**config.mk**
```make
export PLATFORM = sky130hd
export DESIGN_NAME = branch_predictor
export DESIGN_NICKNAME = d
export VERILOG_FILES = /design/src/design/bp_pkg.sv /design/src/design/branch_predictor.sv /design/src/design/return_address_stack.sv /design/src/design/meta_predictor.sv /design/src/design/history_predictor.sv
export SDC_FILE = /design/constraint.sdc
export NUM_CORES = 2
export LEC_CHECK = 0
export ABC_CLOCK_PERIOD_IN_PS = 4100
export BUFFER_PORTS_ARGS = -buffer_cell sky130_fd_sc_hd__buf_2
export CAP_MARGIN = 15
export CORE_ASPECT_RATIO = 0.7
export CORE_MARGIN = 1
export CORE_UTILIZATION = 57
export DETAILED_ROUTE_END_ITERATION = 8
export GPL_ROUTABILITY_DRIVEN = 0
export GPL_TIMING_DRIVEN = 0
export PLACE_DENSITY_LB_ADDON = 0.1
export SLEW_MARGIN = 5
export SYNTH_ARGS = -nofsm -noshare
export SYNTH_HDL_FRONTEND = slang
export SYNTH_SLANG_ARGS = --single-unit
```
**constraint.sdc**
```tcl
create_clock -name clk -period 4.1 [get_ports clk]
set_input_delay 0.41 -clock clk [delete_from_list [all_inputs] [get_ports clk]]
set_output_delay 0.41 -clock clk [all_outputs]
set_load 0.01 [all_outputs]
```
**src/design/bp_pkg.sv**
```systemverilog
`default_nettype none

package bp_pkg;

	// Table geometry
	localparam int ghp_hr_width    = 8;
	localparam int ghp_index_width = 8;
	localparam int lhp_hr_width    = 4;
	localparam int lhp_index_width = 6;
	localparam int ras_addr_width  = 3;

	// Meta accuracy counters
	localparam int stat_width = 6;
	localparam int stat_shift = 2;

	typedef enum logic [1:0] {
		kind_none,
		kind_branch,
		kind_call,
		kind_ret
	} br_kind_t;

	typedef struct packed {
		logic        valid;
		br_kind_t    kind;
		logic [31:0] pc;
		logic        is_eq;
		logic        imm_neg;
		logic [31:0] pc_next;
	} bp_query_t;

	typedef struct packed {
		logic        valid;
		logic [31:0] pc;
		logic        is_eq;
		logic        imm_neg;
		logic        taken;
	} bp_resolve_t;

	typedef struct packed {
		logic        taken;
		logic        target_valid;
		logic [31:0] target;
	} bp_prediction_t;

endpackage

`default_nettype wire
```
**src/design/branch_predictor.sv**
```systemverilog
`timescale 1ns/1ns
`default_nettype none

module branch_predictor import bp_pkg::*; (
	input  logic           clk,
	input  logic           arst_n,

	input  bp_query_t      query,
	input  bp_resolve_t    resolve,

	output bp_prediction_t prediction
);

	logic        ghp_guess;
	logic        ghp_train_guess;
	logic        lhp_guess;
	logic        lhp_train_guess;
	logic        lhp_train_en;
	logic        meta_taken;

	logic        ras_push;
	logic        ras_pop;
	logic [31:0] ras_top;
	logic        ras_empty;

	// Local history only learns from beq/bne
	assign lhp_train_en = resolve.valid && resolve.is_eq;

	// Global history
	history_predictor #(
		.hr_width(ghp_hr_width),
		.index_width(ghp_index_width)
	) ghp (
		.clk(clk),
		.arst_n(arst_n),
		.lookup_pc(query.pc),
		.guess(ghp_guess),
		.train_pc(resolve.pc),
		.train_en(resolve.valid),
		.train_taken(resolve.taken),
		.train_guess(ghp_train_guess)
	);

	// Local history
	history_predictor #(
		.hr_width(lhp_hr_width),
		.index_width(lhp_index_width)
	) lhp (
		.clk(clk),
		.arst_n(arst_n),
		.lookup_pc(query.pc),
		.guess(lhp_guess),
		.train_pc(resolve.pc),
		.train_en(lhp_train_en),
		.train_taken(resolve.taken),
		.train_guess(lhp_train_guess)
	);

	meta_predictor meta (
		.clk(clk),
		.arst_n(arst_n),
		.query(query),
		.resolve(resolve),
		.ghp_guess(ghp_guess),
		.lhp_guess(lhp_guess),
		.ghp_train_guess(ghp_train_guess),
		.lhp_train_guess(lhp_train_guess),
		.taken(meta_taken)
	);

	assign ras_push = query.valid && (query.kind == kind_call);
	assign ras_pop  = query.valid && (query.kind == kind_ret);

	return_address_stack ras (
		.clk(clk),
		.arst_n(arst_n),
		.push(ras_push),
		.pop(ras_pop),
		.push_addr(query.pc_next),
		.top_addr(ras_top),
		.empty(ras_empty)
	);

	always_comb begin
		prediction.target_valid = ras_pop && !ras_empty;
		prediction.target       = prediction.target_valid ? ras_top : 32'd0;
		if (!query.valid)
			prediction.taken = 1'b0;
		else if (query.kind == kind_branch)
			prediction.taken = meta_taken;
		else
			prediction.taken = ras_push || ras_pop;
	end

endmodule

`default_nettype wire

```
**src/design/return_address_stack.sv**
```systemverilog
`timescale 1ns/1ns
`default_nettype none

module return_address_stack import bp_pkg::*; (
	input  logic        clk,
	input  logic        arst_n,

	input  logic        push,
	input  logic        pop,
	input  logic [31:0] push_addr,

	output logic [31:0] top_addr,
	output logic        empty
);

	logic [31:0]               stack_q [2**ras_addr_width];
	// Next free slot
	logic [ras_addr_width-1:0] ptr_q;
	logic [ras_addr_width:0]   count_q;
	logic [ras_addr_width-1:0] top_ptr;
	logic                      full;

	assign top_ptr  = ptr_q - 1'b1;
	assign top_addr = stack_q[top_ptr];
	assign empty    = (count_q == '0);
	assign full     = (count_q == (ras_addr_width + 1)'(2**ras_addr_width));

	// When full the slot at ptr_q holds the oldest entry
	always_ff @(posedge clk) begin
		if (push)
			stack_q[ptr_q] <= push_addr;
	end

	always_ff @(posedge clk or negedge arst_n) begin
		if (!arst_n) begin
			ptr_q   <= '0;
			count_q <= '0;
		end else if (push) begin
			ptr_q <= ptr_q + 1'b1;
			if (!full)
				count_q <= count_q + 1'b1;
		end else if (pop && !empty) begin
			ptr_q   <= top_ptr;
			count_q <= count_q - 1'b1;
		end
	end

endmodule

`default_nettype wire

```
**src/design/meta_predictor.sv**
```systemverilog
`timescale 1ns/1ns
`default_nettype none

module meta_predictor import bp_pkg::*; (
	input  logic        clk,
	input  logic        arst_n,

	input  bp_query_t   query,
	input  bp_resolve_t resolve,

	input  logic        ghp_guess,
	input  logic        lhp_guess,
	input  logic        ghp_train_guess,
	input  logic        lhp_train_guess,

	output logic        taken
);

	logic [stat_width-1:0] ghp_stat_q;
	logic [stat_width-1:0] lhp_stat_q;
	logic [stat_width-1:0] sp_stat_q;

	logic ghp_hit;
	logic lhp_hit;
	logic sp_hit;
	logic overflow;

	logic lhp_cand;
	logic pick_ghp;
	logic pick_lhp;

	// Static rule: backward branches taken
	assign ghp_hit = resolve.valid && (ghp_train_guess == resolve.taken);
	assign sp_hit  = resolve.valid && (resolve.imm_neg == resolve.taken);
	// Local table only covers beq/bne
	assign lhp_hit = resolve.valid && resolve.is_eq && (lhp_train_guess == resolve.taken);

	assign overflow = (ghp_hit && (ghp_stat_q == '1)) ||
	                  (lhp_hit && (lhp_stat_q == '1)) ||
	                  (sp_hit  && (sp_stat_q  == '1));

	always_ff @(posedge clk or negedge arst_n) begin
		if (!arst_n) begin
			ghp_stat_q <= '0;
			lhp_stat_q <= '0;
			sp_stat_q  <= '0;
		end else if (overflow) begin
			// Keep relative order, make room to keep counting
			ghp_stat_q <= ghp_stat_q >> stat_shift;
			lhp_stat_q <= lhp_stat_q >> stat_shift;
			sp_stat_q  <= sp_stat_q  >> stat_shift;
		end else begin
			ghp_stat_q <= ghp_stat_q + stat_width'(ghp_hit);
			lhp_stat_q <= lhp_stat_q + stat_width'(lhp_hit);
			sp_stat_q  <= sp_stat_q  + stat_width'(sp_hit);
		end
	end

	// Highest counter wins, ties go global, then local, then static
	assign lhp_cand = query.is_eq;
	assign pick_ghp = (ghp_stat_q >= sp_stat_q) && (!lhp_cand || (ghp_stat_q >= lhp_stat_q));
	assign pick_lhp = lhp_cand && (lhp_stat_q >= sp_stat_q);

	always_comb begin
		if (pick_ghp)
			taken = ghp_guess;
		else if (pick_lhp)
			taken = lhp_guess;
		else
			taken = query.imm_neg;
	end

endmodule

`default_nettype wire

```
**src/design/history_predictor.sv**
```systemverilog
`timescale 1ns/1ns
`default_nettype none

module history_predictor #(
	parameter int hr_width    = 8,
	parameter int index_width = 8
) (
	input  logic        clk,
	input  logic        arst_n,

	input  logic [31:0] lookup_pc,
	output logic        guess,

	input  logic [31:0] train_pc,
	input  logic        train_en,
	input  logic        train_taken,
	output logic        train_guess
);

	// 2-bit saturating counters, msb is the taken guess
	logic [1:0]             ctr_q [2**index_width];
	logic [hr_width-1:0]    hr_q;

	logic [index_width-1:0] hr_ext;
	logic [index_width-1:0] lookup_idx;
	logic [index_width-1:0] train_idx;
	logic [1:0]             train_ctr;
	logic [1:0]             train_ctr_next;

	// History folded into the word-aligned pc bits
	assign hr_ext     = index_width'(hr_q);
	assign lookup_idx = hr_ext ^ lookup_pc[2 +: index_width];
	assign train_idx  = hr_ext ^ train_pc[2 +: index_width];

	assign guess       = ctr_q[lookup_idx][1];
	assign train_ctr   = ctr_q[train_idx];
	assign train_guess = train_ctr[1];

	always_comb begin
		train_ctr_next = train_ctr;
		if (train_taken) begin
			if (train_ctr != 2'd3)
				train_ctr_next = train_ctr + 2'd1;
		end else begin
			if (train_ctr != 2'd0)
				train_ctr_next = train_ctr - 2'd1;
		end
	end

	always_ff @(posedge clk or negedge arst_n) begin
		if (!arst_n) begin
			// Weakly not-taken
			for (int i = 0; i < 2**index_width; i++)
				ctr_q[i] <= 2'd1;
		end else if (train_en) begin
			ctr_q[train_idx] <= train_ctr_next;
		end
	end

	// Outcome history, newest at bit 0
	always_ff @(posedge clk or negedge arst_n) begin
		if (!arst_n)
			hr_q <= '0;
		else if (train_en)
			hr_q <= {hr_q[hr_width-2:0], train_taken};
	end

endmodule

`default_nettype wire

```
After elaboration in Yosys (flattened, before gate mapping) --
Memories as Yosys holds them, arrays and structs flattened. Index checks and enable logic that the tools add are counted.
Storage, ports and cells: bits in registers 677, bits in writable memories 256, bits of input ports 107, output and inout port bits 34, word-level logic and storage cells 433, memories 1
Cells by class: add/sub/neg operators 11, order comparisons 9, equality and inequality tests 13, multiplexer cells 39, bitwise logic cells 8, reduce and logical (&&, ||, !) cells 25
Memory list:
- ras.stack_q | words 8, width 32, read ports 1, clocked after memory_dff 0, wr ports 1, line return_address_stack.sv:16 | logic [31:0] stack_q [2**ras_addr_width];
Operators with widths (count):
- $bwmux W512 | 1
- $bwmux W128 | 1
- $bmux W2 S8 | 2
- $mux W2 | 16
- $mux W32 | 1
- $bmux W2 S6 | 2
- $add A6 B1 Y6 | 3
- $eq A6 B6 Y1 const B | 3
- $ge A6 B6 Y1 | 3
- $ge A9 B9 Y1 const B | 2
- $mux W6 | 3
- $not A8 Y9 | 2
- $demux W2 S8 | 1
- $xor A8 B8 Y8 | 2
- $ge A7 B7 Y1 const B | 2
- $logic_and A1 B1 Y1 | 14
- $not A6 Y7 | 2
- $demux W2 S6 | 1
- $mux W4 | 3
- $xor A4 B6 Y6 | 2
- $lt A9 B1 Y1 const B | 1
- $lt A7 B1 Y1 const B | 1
- $mux W1 | 6
- $mux W3 | 2
- other kinds (16) | 29

Logic depth before layout (Yosys ltp) --
depth in word-level cells 11, gate-level depth with buffers 17, mapped depth without buffers 14

Modules after synthesis --
From an unflattened synthesis, not the netlist that was laid out.
Second synthesis, totals: cells, all modules 3949, area, all modules 45321.0 µm²
By module, submodules not included:
- history_predictor at ghp | times used 1, cells each 2692, area each 26040.0 µm², seq. area each 13332.8 µm²
- return_address_stack | times used 1, cells each 432, area each 10339.9 µm², seq. area each 7862.5 µm²
- history_predictor at lhp | times used 1, cells each 646, area each 7158.1 µm², seq. area each 3383.2 µm²
- meta_predictor | times used 1, cells each 138, area each 1485.2 µm², seq. area each 450.4 µm²
- branch_predictor | times used 1, cells each 41, area each 297.8 µm², seq. area each 0.0 µm²

Worst setup path after synthesis --
No wires, ideal clock.
path kind input-to-reg, start point input query[68] (netlist bit), end point memory ras.stack_q[0][0] (enable), setup time 0.502 ns, arrival time 4.075 ns, data required time 3.598 ns, path slack -0.477 ns, stages 4, path buffers 0, path through nand2_1 > nor2_1 > clkinv_1 > nor4_1
On the way: longest elaborated chain between the ends 3
RTL lines:
- from (decl) | line branch_predictor.sv:8 | input bp_query_t query,
- $logic_and A1 B1 Y1 | line branch_predictor.sv:71 | assign ras_push = query.valid && (query.kind == kind_call);
- $mux W1 | line return_address_stack.sv:30 | if (push)
- $mux W1 (not written as such) | line return_address_stack.sv:31 | stack_q[ptr_q] <= push_addr;
- to (decl) | line return_address_stack.sv:16
Every way passes these cells.

==> summary by stage <==
Drt
Once detail routing completed, the nets flagged for antenna violations numbered 0. In the routed design, unresolved DRC markers number 1. The count of routing violations after the opening detailed-route iteration is 5816.

The detailed-router iteration count before antenna repair is 9. Dividing the detail-routed wire length by the instance count gives 31.90 um. The routed layout has ~37000 vias. The ratio of routed vias to standard cells is 7.225.

The routed design has between 150000 and 200000 um of wire.

Min path
The worst min-delay path class is in2reg.

Run status
The checks that failed: DRC, capacitance limit, slew limit, setup timing. The flow ran to the end, but the final reports show violations.

STA
On the final layout, the worst clock skew is 25.25 ps. Across all setup checks in the final design, the least slack found is -316.3 ps. The worst pin sits at a relative slew slack of -0.0006104. The final-report setup violation count is 228. The maximum clock frequency is ~0.23 GHz. For the pin with the worst max-slew slack, the measured transition is 1496 ps. The hold violation count in the final report is 0.

The final max-slew violation count is 1. Setup repair after global routing could not meet its margin everywhere. The ratio of final minimum period to clock period is 1.077. The shortest clock period the worst path allows after layout is 4416 ps.

Synth
The average cell area after synthesis is 12.47 um^2. The Yosys step of the flow raised 0 warnings. The number of flops mapped to enable cells by yosys is ~260. The async set or reset register ratio after synthesis is 0.7256.

After technology mapping, the gate count stands at 3680. The number of different library cells in the post-synthesis netlist is 67. In this run, synthesis produced a sequential element count of 933. The number of nets handed over by synthesis was 3816. The sequential element share of the synthesized area is 0.5456.

The post-synthesis instance area is 45880 um^2. In the synthesized netlist the dominant register cell turns out to be dfrtp_1.

Layout
The antenna diode count is 0. The library cell used most frequently in the layout, excluding fill and tap cells, is dfrtp_1. The area growth from synthesis to layout is 16.65%. The finished layout cell area is 53510 um^2. The filler cells instantiated in the layout total 5809. The library cells used most frequently in the layout, excluding fill and tap cells, are dfrtp_1 (352), o21ai_0 (332), dfstp_2 (320).

The share of layout cells above drive strength 1 is 0.3254. The number of nets in the finished design is just over 4000. The final core utilization is 0.6757.

CTS
The number of clock sinks is around 930. The H-tree was split into 3 levels. The clock tree from TritonCTS is done.

The clock passes through at most 3 buffers. Clock tree synthesis selected as its root buffer the cell clkbuf_16. For the worst-skew pair, the clock arrives at the later sink with an insertion delay of 710 ps.

Clock tree synthesis inserted a total of 90 buffers. The clock transition at the registers of the reported paths is 60 ps.

Floorplan
The die area is between 80000 and 90000 um^2. The die is 341.1 um wide. The number of standard-cell rows in the floorplan is 86. The floorplan die height is 239.4 um.

The area of the core region is 79200 um^2. For this configuration, the core starts out at a cell density of 0.5793. For this design the top-level I/O count stands at 141.

Pwr
For this design the static power due to leakage is 19.93 nW. VDD sags by at most 0.4587 mV. For this design the ratio of total power to cell area is 718.0 nW/um^2.

Critical path
The minimum setup slack among reg-to-reg paths is -140 ps. The worst setup path is launched from a register. The maximum fanout encountered on the critical timing path is 10. The startpoint identified for the worst register-to-register timing path is ghp.hr_ext[0]$_DFFE_PN0P_. The start point of the critical path is ghp.hr_ext[0]$_DFFE_PN0P_.

The arrival time at the worst endpoint is between 4000 and 5000 ps. STA classifies the critical path endpoint as a primary output. The required time at the endpoint of the critical path is 3690 ps. The endpoint identified for the worst register-to-register timing path is ghp.ctr_q[165]$_DFFE_PN0P_. The type of the worst setup path is reg2out. In this run the worst setup path terminates at prediction[33]. The cell count of the worst reg-to-reg path is 11.

Place
Buffers placed on the I/O ports in this run total 89. The cell area after placement is 48390 um^2. The HPWL after detailed placement is approximately 110000 um.

Global route
The number of global-route vias before repair came to 35150. The total track usage is 0.4027. Entering global routing, the biggest net connects 119 pins. The first global-routing pass estimated 239700 um of wire.

The number of antenna violations at the first check in global routing is 3. The sum of overflow across all layers after global routing is 0.

Job
The number of max-cap violations is 1.
[layout make-up]
type / count / area [um^2] / area share
repair buffers: 215 / 1902 / 0.03554
inverters: 22 / 82.58 / 0.001543
clock inverters: 43 / 510.5 / 0.009540
plain buffers: 340 / 2111 / 0.03944
clock buffers: 125 / 2525 / 0.04718
flip-flops and latches: 933 / 25040 / 0.4678
well taps: 1056 / 1321 / 0.02469
multi-input cells: 2379 / 20030 / 0.3742
[registers in the layout (all words and copies together), names as in the netlist]
| signal | cells |
|---|---|
| ras.count_q | 4 |
| lhp.ctr_q | 128 |
| ghp.ctr_q | 512 |
| meta.lhp_stat_q | 6 |
| lhp.hr_q | 4 |
| meta.sp_stat_q | 6 |
| ras.stack_q | 256 |
| ghp.hr_ext | 8 |
| meta.ghp_stat_q | 6 |
| ras.ptr_q | 3 |
[synthesized netlist by cell type, types with 19 or more instances]
| cell | instances | area, um^2 |
|---|---|---|
| xor2_1 | 24 | 210.2 |
| nand2_1 | 325 | 1220 |
| buf_2 | 37 | 185.2 |
| o31ai_2 | 35 | 437.9 |
| nor3_1 | 28 | 140.1 |
| buf_1 | 19 | 71.32 |
| o31ai_1 | 205 | 1539 |
| clkbuf_1 | 253 | 949.7 |
| nand3_1 | 53 | 265.3 |
| a31oi_1 | 247 | 1545 |
| o21ai_0 | 335 | 1677 |
| a22oi_1 | 48 | 360.4 |
| mux4_2 | 285 | 6419 |
| dfrtp_1 | 357 | 8934 |
| a21oi_1 | 314 | 1572 |
| dfstp_2 | 320 | 8408 |
| mux2i_1 | 35 | 350.3 |
| xnor2_1 | 34 | 297.8 |
| ha_1 | 28 | 350.3 |
| edfxtp_1 | 256 | 7687 |
| nor2_1 | 149 | 559.3 |
| inv_1 | 20 | 75.07 |
| mux2_2 | 85 | 957.2 |
| buf_6 | 24 | 270.3 |
[critical path, cell delays in order (launching register included)]
cell and delay, ps:
dfrtp_1 370, buf_6 150, xor2_4 190, buf_12 200
clkbuf_8 260, mux4_2 530, mux2i_1 320, o41ai_1 130
a311oi_2 490, a32oi_4 170, nor3_4 230, o31ai_4 90
buf_2 150
[stage by stage]
stage / power, W / hold slack, ps / setup WS, ps / setup TNS, ps / instances
2_1_floorplan: 0.02322 / 114.4 / 302.8 / 0 / 3680
3_3_place_gp: 0.02768 / 463.4 / -11840 / -7834250 / 4825
3_5_place_dp: 0.02809 / 361.7 / -1501 / -703580 / 4874
4_1_cts: 0.03735 / 0.3125 / -178.0 / -398.6 / 5099
5_1_grt: 0.03976 / 10.81 / -344.5 / -506.7 / 5113
6_report: 0.03842 / 17.71 / -316.3 / -8182 / 5113
[metal layers]
layer	share of wire	GRT usage
met1	0.39	0.5725
met4	0.053	0.1738
met5	0.0011	0
met2	0.40	0.5389
met3	0.16	0.1699
[repair_timing]
action                                  CTS  global route
pin swaps                                20            14
setup buffers                            29            15
hold buffers                             30             0
hold endpoints to repair                286             0
endpoints found under the setup margin  691           649
gates cloned                              1             0
gates resized for setup                 224           148
[report_power, final]
group	internal (W)	switching [W]
logic	0.00596	0.00948
registers	0.0126	0.00168
clock network	0.00485	0.00386
[logic make-up after synthesis]
kind of cell / Yosys count / share of synthesized area
XOR/XNOR: 62 / 0.01274
buffers and inverters: 368 / 0.03698
AND/OR/NAND/NOR: 608 / 0.05520
multiplexers: 408 / 0.1701
AO/OA/AOI/OAI: 1268 / 0.1704
flip-flops: 933 / 0.5456
adder cells (fa/ha/maj): 33 / 0.008973
[worst min path at each step]
stage / startpoint / endpoint / slack [ps] / cells past startpoint
finish: query[23] / ras.stack_q[7][23]$_DFFE_PP_ / 20 / 1
global route: query[27] / ras.stack_q[3][27]$_DFFE_PP_ / 10 / 1
CTS: query[27] / ras.stack_q[3][27]$_DFFE_PP_ / 0.3 / 1
detailed placement: arst_n / lhp.ctr_q[23]$_DFFE_PN0P_ / 360 / 1
global placement: ghp.ctr_q[460]$_DFFE_PN1P_ / ghp.ctr_q[460]$_DFFE_PN1P_ / 460 / 2
floorplan: arst_n / ghp.ctr_q[101]$_DFFE_PN0P_ / 110 / 0
Note: power is estimated with default switching activity, not from simulation.
